### config.mk
export PLATFORM = sky130hd
export DESIGN_NAME = rv_fpu_s
export DESIGN_NICKNAME = d
export VERILOG_FILES = /design/src/fp_format_pkg.sv /design/src/fpu_op_pkg.sv /design/src/fp_classify.sv /design/src/fp_compare_minmax.sv /design/src/fpu_result_stage.sv /design/src/rv_fpu_s.sv
export SDC_FILE = /design/constraint.sdc
export NUM_CORES = 1
export LEC_CHECK = 0
export ABC_AREA = 1
export BUFFER_PORTS_ARGS = -buffer_cell sky130_fd_sc_hd__buf_2
export CORE_MARGIN = 2
export CORE_UTILIZATION = 45
export DETAILED_ROUTE_END_ITERATION = 6
export PLACE_DENSITY_LB_ADDON = 0.3
export SYNTH_ARGS = -nofsm -noshare
export SYNTH_HDL_FRONTEND = slang
export SYNTH_SLANG_ARGS = --single-unit
### constraint.sdc
create_clock -name clk -period 3.3 [get_ports clk]
set_clock_uncertainty 0.15 [all_clocks]
set_input_delay 0.66 -clock clk [delete_from_list [all_inputs] [get_ports clk]]
set_output_delay 0.66 -clock clk [all_outputs]
set_load 0.02 [all_outputs]
### src/fp_format_pkg.sv
// ====================
// binary32 format: field widths, operand record,
// canonical NaN, class record and FCLASS mask width
// ====================

package fp_format_pkg;

  // ====================
  // Field widths
  // ====================
  localparam int EXP_W = 8;                  // Biased exponent
  localparam int MAN_W = 23;                 // Stored fraction, hidden bit not included
  localparam int FP_W  = 1 + EXP_W + MAN_W;  // Whole word, 32 bits

  // One operand or result, sign on top
  typedef struct packed {
    logic             sign;
    logic [EXP_W-1:0] exp;
    logic [MAN_W-1:0] man;
  } fp32_t;

  // Quiet NaN with only the top fraction bit set
  localparam fp32_t CANON_NAN = 32'h7FC0_0000;

  // ====================
  // Classification
  // ====================
  // One flag per property, several can be set at once
  // (is_nan together with is_snan or is_qnan)
  typedef struct packed {
    logic is_neg;        // Sign bit set
    logic is_inf;        // Exponent all ones, fraction zero
    logic is_normal;     // Exponent neither zero nor all ones
    logic is_subnormal;  // Exponent zero, fraction nonzero
    logic is_zero;       // Exponent and fraction zero
    logic is_snan;       // NaN with quiet bit clear
    logic is_qnan;       // NaN with quiet bit set
    logic is_nan;        // Either kind of NaN
  } fp_class_t;

  localparam int CLASS_W = 10;  // RISC-V FCLASS result bits

endpackage

### src/fpu_op_pkg.sv
// ====================
// FPU operation set: opcode enum, request record
// and opcode group functions
// ====================

package fpu_op_pkg;
  import fp_format_pkg::*;

  // ====================
  // Opcodes
  // ====================
  // Compares come in already split, no funct3 decoding here
  typedef enum logic [3:0] {
    OP_FSGNJ   = 4'd0,
    OP_FSGNJN  = 4'd1,
    OP_FSGNJX  = 4'd2,
    OP_FMIN    = 4'd3,
    OP_FMAX    = 4'd4,
    OP_FEQ     = 4'd5,
    OP_FLT     = 4'd6,
    OP_FLE     = 4'd7,
    OP_FCLASS  = 4'd8,
    OP_FMV_X_W = 4'd9,   // FP bits to integer register
    OP_FMV_W_X = 4'd10   // Integer bits to FP register
  } fpu_op_e;

  // Request as seen at start, 68 bits
  typedef struct packed {
    fpu_op_e op;
    fp32_t   a;  // rs1
    fp32_t   b;  // rs2
  } fpu_req_t;

  // ====================
  // Opcode groups
  // ====================
  // Ops whose result goes to the integer register file
  function automatic logic is_int_op(fpu_op_e op);
    return op inside {OP_FEQ, OP_FLT, OP_FLE, OP_FCLASS, OP_FMV_X_W};
  endfunction

  function automatic logic is_cmp_op(fpu_op_e op);
    return op inside {OP_FEQ, OP_FLT, OP_FLE};
  endfunction

  function automatic logic is_minmax_op(fpu_op_e op);
    return op inside {OP_FMIN, OP_FMAX};
  endfunction

endpackage

### src/fp_classify.sv
// ====================
// Operand classifier: IEEE class record and
// the ten-bit RISC-V FCLASS mask, purely combinational
// ====================

module fp_classify import fp_format_pkg::*; (
  input  fp32_t               operand,
  output fp_class_t           cls,
  output logic [CLASS_W-1:0]  class_mask
);

  logic exp_ones;   // Exponent all ones, inf or NaN
  logic exp_zero;   // Exponent zero, zero or subnormal
  logic man_zero;
  logic quiet_bit;  // Top fraction bit

  assign exp_ones  = &operand.exp;
  assign exp_zero  = ~|operand.exp;
  assign man_zero  = ~|operand.man;
  assign quiet_bit = operand.man[MAN_W-1];

  // ====================
  // Class record
  // ====================
  assign cls.is_neg       = operand.sign;
  assign cls.is_inf       = exp_ones & man_zero;
  assign cls.is_nan       = exp_ones & ~man_zero;
  assign cls.is_qnan      = exp_ones & ~man_zero & quiet_bit;
  assign cls.is_snan      = exp_ones & ~man_zero & ~quiet_bit;
  assign cls.is_zero      = exp_zero & man_zero;
  assign cls.is_subnormal = exp_zero & ~man_zero;
  assign cls.is_normal    = ~exp_zero & ~exp_ones;

  // ====================
  // FCLASS mask
  // ====================
  // Exactly one bit set for any input
  // NaN bits ignore the sign
  always_comb begin
    class_mask    = '0;
    class_mask[0] = cls.is_neg & cls.is_inf;        // -inf
    class_mask[1] = cls.is_neg & cls.is_normal;     // -normal
    class_mask[2] = cls.is_neg & cls.is_subnormal;  // -subnormal
    class_mask[3] = cls.is_neg & cls.is_zero;       // -0
    class_mask[4] = ~cls.is_neg & cls.is_zero;      // +0
    class_mask[5] = ~cls.is_neg & cls.is_subnormal; // +subnormal
    class_mask[6] = ~cls.is_neg & cls.is_normal;    // +normal
    class_mask[7] = ~cls.is_neg & cls.is_inf;       // +inf
    class_mask[8] = cls.is_snan;                    // Signalling NaN
    class_mask[9] = cls.is_qnan;                    // Quiet NaN
  end

endmodule

### src/fp_compare_minmax.sv
// ====================
// Comparator for FEQ/FLT/FLE and FMIN/FMAX,
// with the invalid flag for both groups
// ====================

module fp_compare_minmax
  import fp_format_pkg::*;
  import fpu_op_pkg::*;
(
  input  fp32_t      a,
  input  fp32_t      b,
  input  fp_class_t  cls_a,
  input  fp_class_t  cls_b,
  input  fpu_op_e    op,
  output logic       cmp_bit,       // Compare result, zero for non-compare ops
  output fp32_t      minmax_value,  // Min or max by op
  output logic       cmp_nv         // Invalid operation
);

  logic [EXP_W+MAN_W-1:0] mag_a;  // Magnitudes without sign
  logic [EXP_W+MAN_W-1:0] mag_b;
  logic mag_lt;
  logic mag_eq;
  logic raw_lt;     // Sign-magnitude order, -0 below +0
  logic raw_eq;
  logic both_zero;
  logic ord_lt;     // IEEE compare order, -0 equal to +0
  logic ord_eq;
  logic any_nan;
  logic any_snan;
  logic is_max;

  // ====================
  // Ordering
  // ====================
  assign mag_a  = {a.exp, a.man};
  assign mag_b  = {b.exp, b.man};
  assign mag_lt = mag_a < mag_b;
  assign mag_eq = mag_a == mag_b;

  // Exponent then fraction orders magnitudes, sign flips it
  always_comb begin
    if (a.sign != b.sign)
      raw_lt = a.sign;                // Negative below positive
    else if (!a.sign)
      raw_lt = mag_lt;                // Both positive
    else
      raw_lt = ~mag_lt & ~mag_eq;     // Both negative, larger magnitude is lower
  end

  assign raw_eq    = (a.sign == b.sign) & mag_eq;
  assign both_zero = cls_a.is_zero & cls_b.is_zero;

  // Compares treat the two zeros as one value
  assign ord_eq = raw_eq | both_zero;
  assign ord_lt = raw_lt & ~both_zero;

  assign any_nan  = cls_a.is_nan | cls_b.is_nan;
  assign any_snan = cls_a.is_snan | cls_b.is_snan;

  // ====================
  // Compare result
  // ====================
  // Unordered inputs make every compare false
  always_comb begin
    cmp_bit = 1'b0;
    if (is_cmp_op(op) && !any_nan) begin
      case (op)
        OP_FEQ:  cmp_bit = ord_eq;
        OP_FLT:  cmp_bit = ord_lt;
        default: cmp_bit = ord_lt | ord_eq;  // FLE
      endcase
    end
  end

  // ====================
  // Invalid flag
  // ====================
  // FEQ is quiet, FLT and FLE signal on any NaN
  always_comb begin
    if (is_cmp_op(op))
      cmp_nv = (op == OP_FEQ) ? any_snan : any_nan;
    else
      cmp_nv = is_minmax_op(op) & any_snan;  // Min/max signal on sNaN only
  end

  // ====================
  // Min/max
  // ====================
  assign is_max = op == OP_FMAX;

  always_comb begin
    if (cls_a.is_nan && cls_b.is_nan)
      minmax_value = CANON_NAN;
    else if (cls_a.is_nan)
      minmax_value = b;             // A lone NaN loses
    else if (cls_b.is_nan)
      minmax_value = a;
    else if (is_max)
      minmax_value = raw_lt ? b : a;
    else
      minmax_value = raw_lt ? a : b;
  end

endmodule

### src/fpu_result_stage.sv
// ====================
// Result stage: opcode mux with sign injection and
// bit moves, output registers for results, flag and done
// ====================

module fpu_result_stage
  import fp_format_pkg::*;
  import fpu_op_pkg::*;
#(
  parameter int XLEN = 32  // 32 or 64
) (
  input  logic                clk,
  input  logic                rst,
  input  logic                start,
  input  fpu_req_t            req,
  input  logic [XLEN-1:0]     int_operand,
  input  logic [CLASS_W-1:0]  class_mask,    // Class of operand a
  input  logic                cmp_bit,
  input  fp32_t               minmax_value,
  input  logic                cmp_nv,
  output logic                done,
  output fp32_t               fp_result,
  output logic [XLEN-1:0]     int_result,
  output logic                flag_nv
);

  logic            inj_sign;   // Sign for FSGNJ*
  logic [FP_W-1:0] word_next;  // 32-bit result before routing
  logic            sext_next;  // Upper integer bits, set only by FMV.X.W
  logic            nv_next;
  logic [XLEN-1:0] int_next;
  fp32_t           fp_next;

  // ====================
  // Sign injection
  // ====================
  always_comb begin
    case (req.op)
      OP_FSGNJN: inj_sign = ~req.b.sign;
      OP_FSGNJX: inj_sign = req.a.sign ^ req.b.sign;
      default:   inj_sign = req.b.sign;  // FSGNJ
    endcase
  end

  // ====================
  // Result mux
  // ====================
  always_comb begin
    word_next = '0;
    sext_next = 1'b0;
    nv_next   = 1'b0;
    case (req.op)
      OP_FSGNJ, OP_FSGNJN, OP_FSGNJX:
        word_next = {inj_sign, req.a.exp, req.a.man};  // Never signals
      OP_FMIN, OP_FMAX: begin
        word_next = minmax_value;
        nv_next   = cmp_nv;
      end
      OP_FEQ, OP_FLT, OP_FLE: begin
        word_next = FP_W'(cmp_bit);
        nv_next   = cmp_nv;
      end
      OP_FCLASS:
        word_next = FP_W'(class_mask);
      OP_FMV_X_W: begin
        word_next = req.a;
        sext_next = req.a.sign;
      end
      OP_FMV_W_X:
        word_next = int_operand[FP_W-1:0];  // Low word only
      default:
        word_next = '0;
    endcase
  end

  // Integer ops write int_result, the rest write fp_result
  // Shift gives nothing when XLEN is 32
  assign int_next = is_int_op(req.op) ?
                    (XLEN'(word_next) | ({XLEN{sext_next}} << FP_W)) : '0;
  assign fp_next  = is_int_op(req.op) ? '0 : fp32_t'(word_next);

  // ====================
  // Output registers
  // ====================
  always_ff @(posedge clk) begin
    if (rst) begin
      done       <= 1'b0;
      fp_result  <= '0;
      int_result <= '0;
      flag_nv    <= 1'b0;
    end else begin
      done <= start;               // One cycle after accept
      if (start) begin             // Hold until next request completes
        fp_result  <= fp_next;
        int_result <= int_next;
        flag_nv    <= nv_next;
      end
    end
  end

endmodule

### src/rv_fpu_s.sv
// ====================
// Single-precision FPU top: two classifiers,
// comparator and registered result stage
// ====================

module rv_fpu_s
  import fp_format_pkg::*;
  import fpu_op_pkg::*;
#(
  parameter int XLEN = 32  // Width of integer operand and result
) (
  input  logic             clk,
  input  logic             rst,
  input  logic             start,        // Accept req this edge
  input  fpu_req_t         req,
  input  logic [XLEN-1:0]  int_operand,  // Source for FMV.W.X
  output logic             done,         // One-cycle pulse after start
  output fp32_t            fp_result,
  output logic [XLEN-1:0]  int_result,
  output logic             flag_nv
);

  fp_class_t          cls_a;
  fp_class_t          cls_b;
  logic [CLASS_W-1:0] mask_a;  // FCLASS reads rs1 only
  logic               cmp_bit;
  fp32_t              minmax_value;
  logic               cmp_nv;

  // ====================
  // Combinational front
  // ====================
  fp_classify u_class_a (.operand(req.a), .cls(cls_a), .class_mask(mask_a));
  fp_classify u_class_b (.operand(req.b), .cls(cls_b), .class_mask());

  fp_compare_minmax u_cmp (
    .a(req.a), .b(req.b), .cls_a(cls_a), .cls_b(cls_b), .op(req.op),
    .cmp_bit(cmp_bit), .minmax_value(minmax_value), .cmp_nv(cmp_nv)
  );

  // Registered back end
  fpu_result_stage #(.XLEN(XLEN)) u_result (
    .clk(clk), .rst(rst), .start(start), .req(req), .int_operand(int_operand),
    .class_mask(mask_a), .cmp_bit(cmp_bit), .minmax_value(minmax_value),
    .cmp_nv(cmp_nv), .done(done), .fp_result(fp_result),
    .int_result(int_result), .flag_nv(flag_nv)
  );

endmodule

==> metrics.md <==
| Metric | Value |
|---|---|
| Status | finished, final reports clean |
| Total congestion overflow | 0 |
| Number of flops mapped to enable cells by yosys | 0 |
| Area Overhead vs Synth | 24.0% |
| Fin area | 6150 um^2 |
| Vias/cell | 5.26 |
| Critical path type | input pin to flip-flop |
| Vias in the first global route | 5233 |
| Clock sinks | between 60 and 70 |
| Die Width | 109 um |
| # hold bufs at CTS | 0 |
| Die area | 11900 um^2 |
| Overall power | 2.06 mW |
| Routed Antenna Nets | 0 |
| Syn Std Cell Area | 4960 um^2 |
| Remaining DRCs | 0 |
| Core ar. | approximately 11000 um^2 |
| R2R Setup Slk | 2.48 ns |
| CTS tree | yes |
| Class of the worst hold path | flip-flop to flip-flop |
| First-pass GRT wire length | 25600 um |
| Share of cells above drive strength 1 | 28.1% |
| Min Clock Period, post-route | 2.95 ns |
| Final Hold Fails | 0 |
| Clock tree buffer depth | 2 |
| Warnings from Yosys | 0 |
| Mapped Cells | roughly 780 |
| Crit path capture type | flip-flop |
| Vias | 5694 |
| Number of I/O pins | 169 |
| Top cells by area, synth | dfxtp_1 27%, nand2_1 20%, ha_1 8.3% |
| Mapped Nets | 911 |
| Post-synthesis cell type with the largest combined area | dfxtp_1 |
| Ys flop type | dfxtp_1 |
| Mux share of post-synthesis cell area | 0% |
| Setup TNS | 0 ns |
| DP HPWL | roughly 13000 um |
| Post-synthesis xor/xnor area fraction | 0% |
| Maxcap violations | 0 |
| Effective utilization at floorplan | 46.0% |
| DR WL/cell | about 15 um |
| Final setup violation count | 0 |
| PostCTS Resize Cnt | 0 |
| WP data arrival | 3.07 ns |
| Rows | 38 |
| Root buffer cell | clkbuf_8 |
| Initial antenna violation count | 0 |
| Final WL | 16300 um |
| Largest net degree at the start of global routing | 43 |
| Htree depth | 3 |
| Synth top area share | a little over a quarter |
| Largest family of logic cells by synthesized area | simple AND/OR/NAND/NOR gates |
| Gpl congestion | 0.962 |
| Power Dens Cells | between 300 and 400 nW/um^2 |
| Worst-Skew Late Latency | 0.34 ns |
| Buffer count from post-CTS setup fixing | 0 |
| Synth Area in Compound Gates | about 17% |
| Seq cells post-synth | 66 |
| Required time of the critical path | 3.42 ns |
| Total CTS buffers | 9 |
| Peak supply drop | 0.000222 V |
| Final nets | 1073 |
| Synth async-reset ratio | 0% |
| DR iter-0 viols | 500 |
| F_max | 339 MHz |
| Rel. slew slack | 55.3% |
| Crit share post-route | about nine tenths |
| IO buf count | 168 |
| Yosys cell types | 41 |
| Die Ht | 109 um |
| Total leakage power | between 3 and 4 nW |
| Slew Limit Fails | 0 |
| Critical Path Start Type | input pin |
| Fraction of the mapped netlist area in adder cells | about 8.3% |
| Unrepaired setup endpoints after global routing | false |
| Clk pin slew, worst setup/hold paths | 0.07 ns |
| Syn_area_per_cell | 6.40 um^2 |
| Slew @ Worst Pin | around 0.67 ns |
| Fillers | about 1100 |
| Top fanout value on the critical path | 42 |
| Simple-gate portion of the synthesized area | 37.8% |
| Initial DRT Pass Iterations | 5 |
| Register area share after synthesis | 26.6% |
| Area after DPL | 5960 um^2 |
| Total Routing Usage GR | 27.7% |
==> layout by cell type, fill, tap and decap left out, drive strengths merged, types with 7 or more instances in the layout <==
| cell | n |
|---|---|
| o21ai | 18 |
| dfxtp | 66 |
| nand2 | 284 |
| nand4 | 14 |
| inv | 89 |
| clkbuf | 12 |
| nor4 | 13 |
| a21oi | 77 |
| ha | 33 |
| nor3 | 7 |
| buf | 187 |
| nand3 | 63 |
| nor2 | 42 |
| a22oi | 17 |
==> per-stage QoR <==
stage	worst slack (ns)	hold slack, ns	utilization [%]	cells
3_3_place_gp	0.0580	0.299	55.2	1066
2_1_floorplan	0.620	0.395	-	775
6_report	0.352	0.312	57.0	1083
3_5_place_dp	0.0230	0.304	55.2	1066
4_1_cts	0.381	0.314	57.0	1082
5_1_grt	0.121	0.330	57.0	1082
==> synthesized netlist by cell type, types with 4 or more instances <==
library cell,number
nand2_1,269
inv_1,88
dfxtp_1,66
nand3_1,61
a21oi_1,59
nor2_1,36
ha_1,33
clkbuf_1,20
a21oi_2,18
a22oi_1,17
nand2_2,14
nand4_1,14
nor4_1,11
o21ai_2,10
buf_2,7
nor3_1,6
o21ai_0,6
nor2_2,4
==> critical path, cell delays in order <==
cell and delay [ns]:
buf_2 0.14, inv_1 0.06, ha_1 0.31, nand2_2 0.09, nor2_2 0.12, nand3_1 0.12
nor3_2 0.17, nand2_1 0.08, nand2_1 0.06, nand2_1 0.05, nand2_2 0.08, nand2_1 0.06
nand2_2 0.07, nand3_4 0.13, nand2_8 0.29, nor2_1 0.09, o21ai_2 0.25, nand2_1 0.08
a21oi_1 0.14
==> flip-flops by register name (all words and copies together) (netlist names) <==
signal and flops:
u_result.done 1, u_result.flag_nv 1, u_result.fp_result 32, u_result.int_result 32
==> area by class of cell <==
| type | instances | area (um^2) | share of cell area, % |
|---|---|---|---|
| flip-flops and latches | 66 | 1320 | 21.5 |
| multi-input cells | 584 | 3120 | 50.7 |
| inverters | 89 | 334 | 5.43 |
| clock buffers | 12 | 165 | 2.68 |
| diodes | 1 | 2.50 | 0.0407 |
| clock inverters | 4 | 25.0 | 0.407 |
| well taps | 140 | 175 | 2.85 |
| repair buffers | 187 | 1010 | 16.4 |
==> logic make-up after synthesis <==
family                   Yosys count
AND/OR/NAND/NOR                  426
adder cells (fa/ha/maj)           33
flip-flops                        66
buffers and inverters            125
AO/OA/AOI/OAI                    125
==> path summary, 6_finish.rpt <==
check	from	end	cells after the start
min	u_result.fp_result[2]$_SDFFE_PP0P_	u_result.fp_result[2]$_SDFFE_PP0P_	2
max	req[22]	u_result.int_result[1]$_SDFFE_PP0P_	19
min reg2reg	u_result.fp_result[2]$_SDFFE_PP0P_	u_result.fp_result[2]$_SDFFE_PP0P_	2
max reg2reg	u_result.int_result[28]$_SDFFE_PP0P_	u_result.int_result[28]$_SDFFE_PP0P_	2
==> power by group <==
group          leakage, nW  switching, mW  total (mW)  internal (mW)
Sequential           0.535         0.0120       0.833          0.821
Clock               0.0944          0.304       0.636          0.331
Combinational         2.44          0.388       0.594          0.206
==> routing by layer <==
metal	wire [um]	part of all wire [%]	up-vias	track usage [%]
li1	-	-	2861	-
met1	6950	43	2563	35.4
met2	7490	46	248	45.5
met3	1500	9.2	22	7.77
met4	340	2.1	0	7.69
met5	0	0	-	0
No activity file was read; power rests on OpenSTA's default activity.
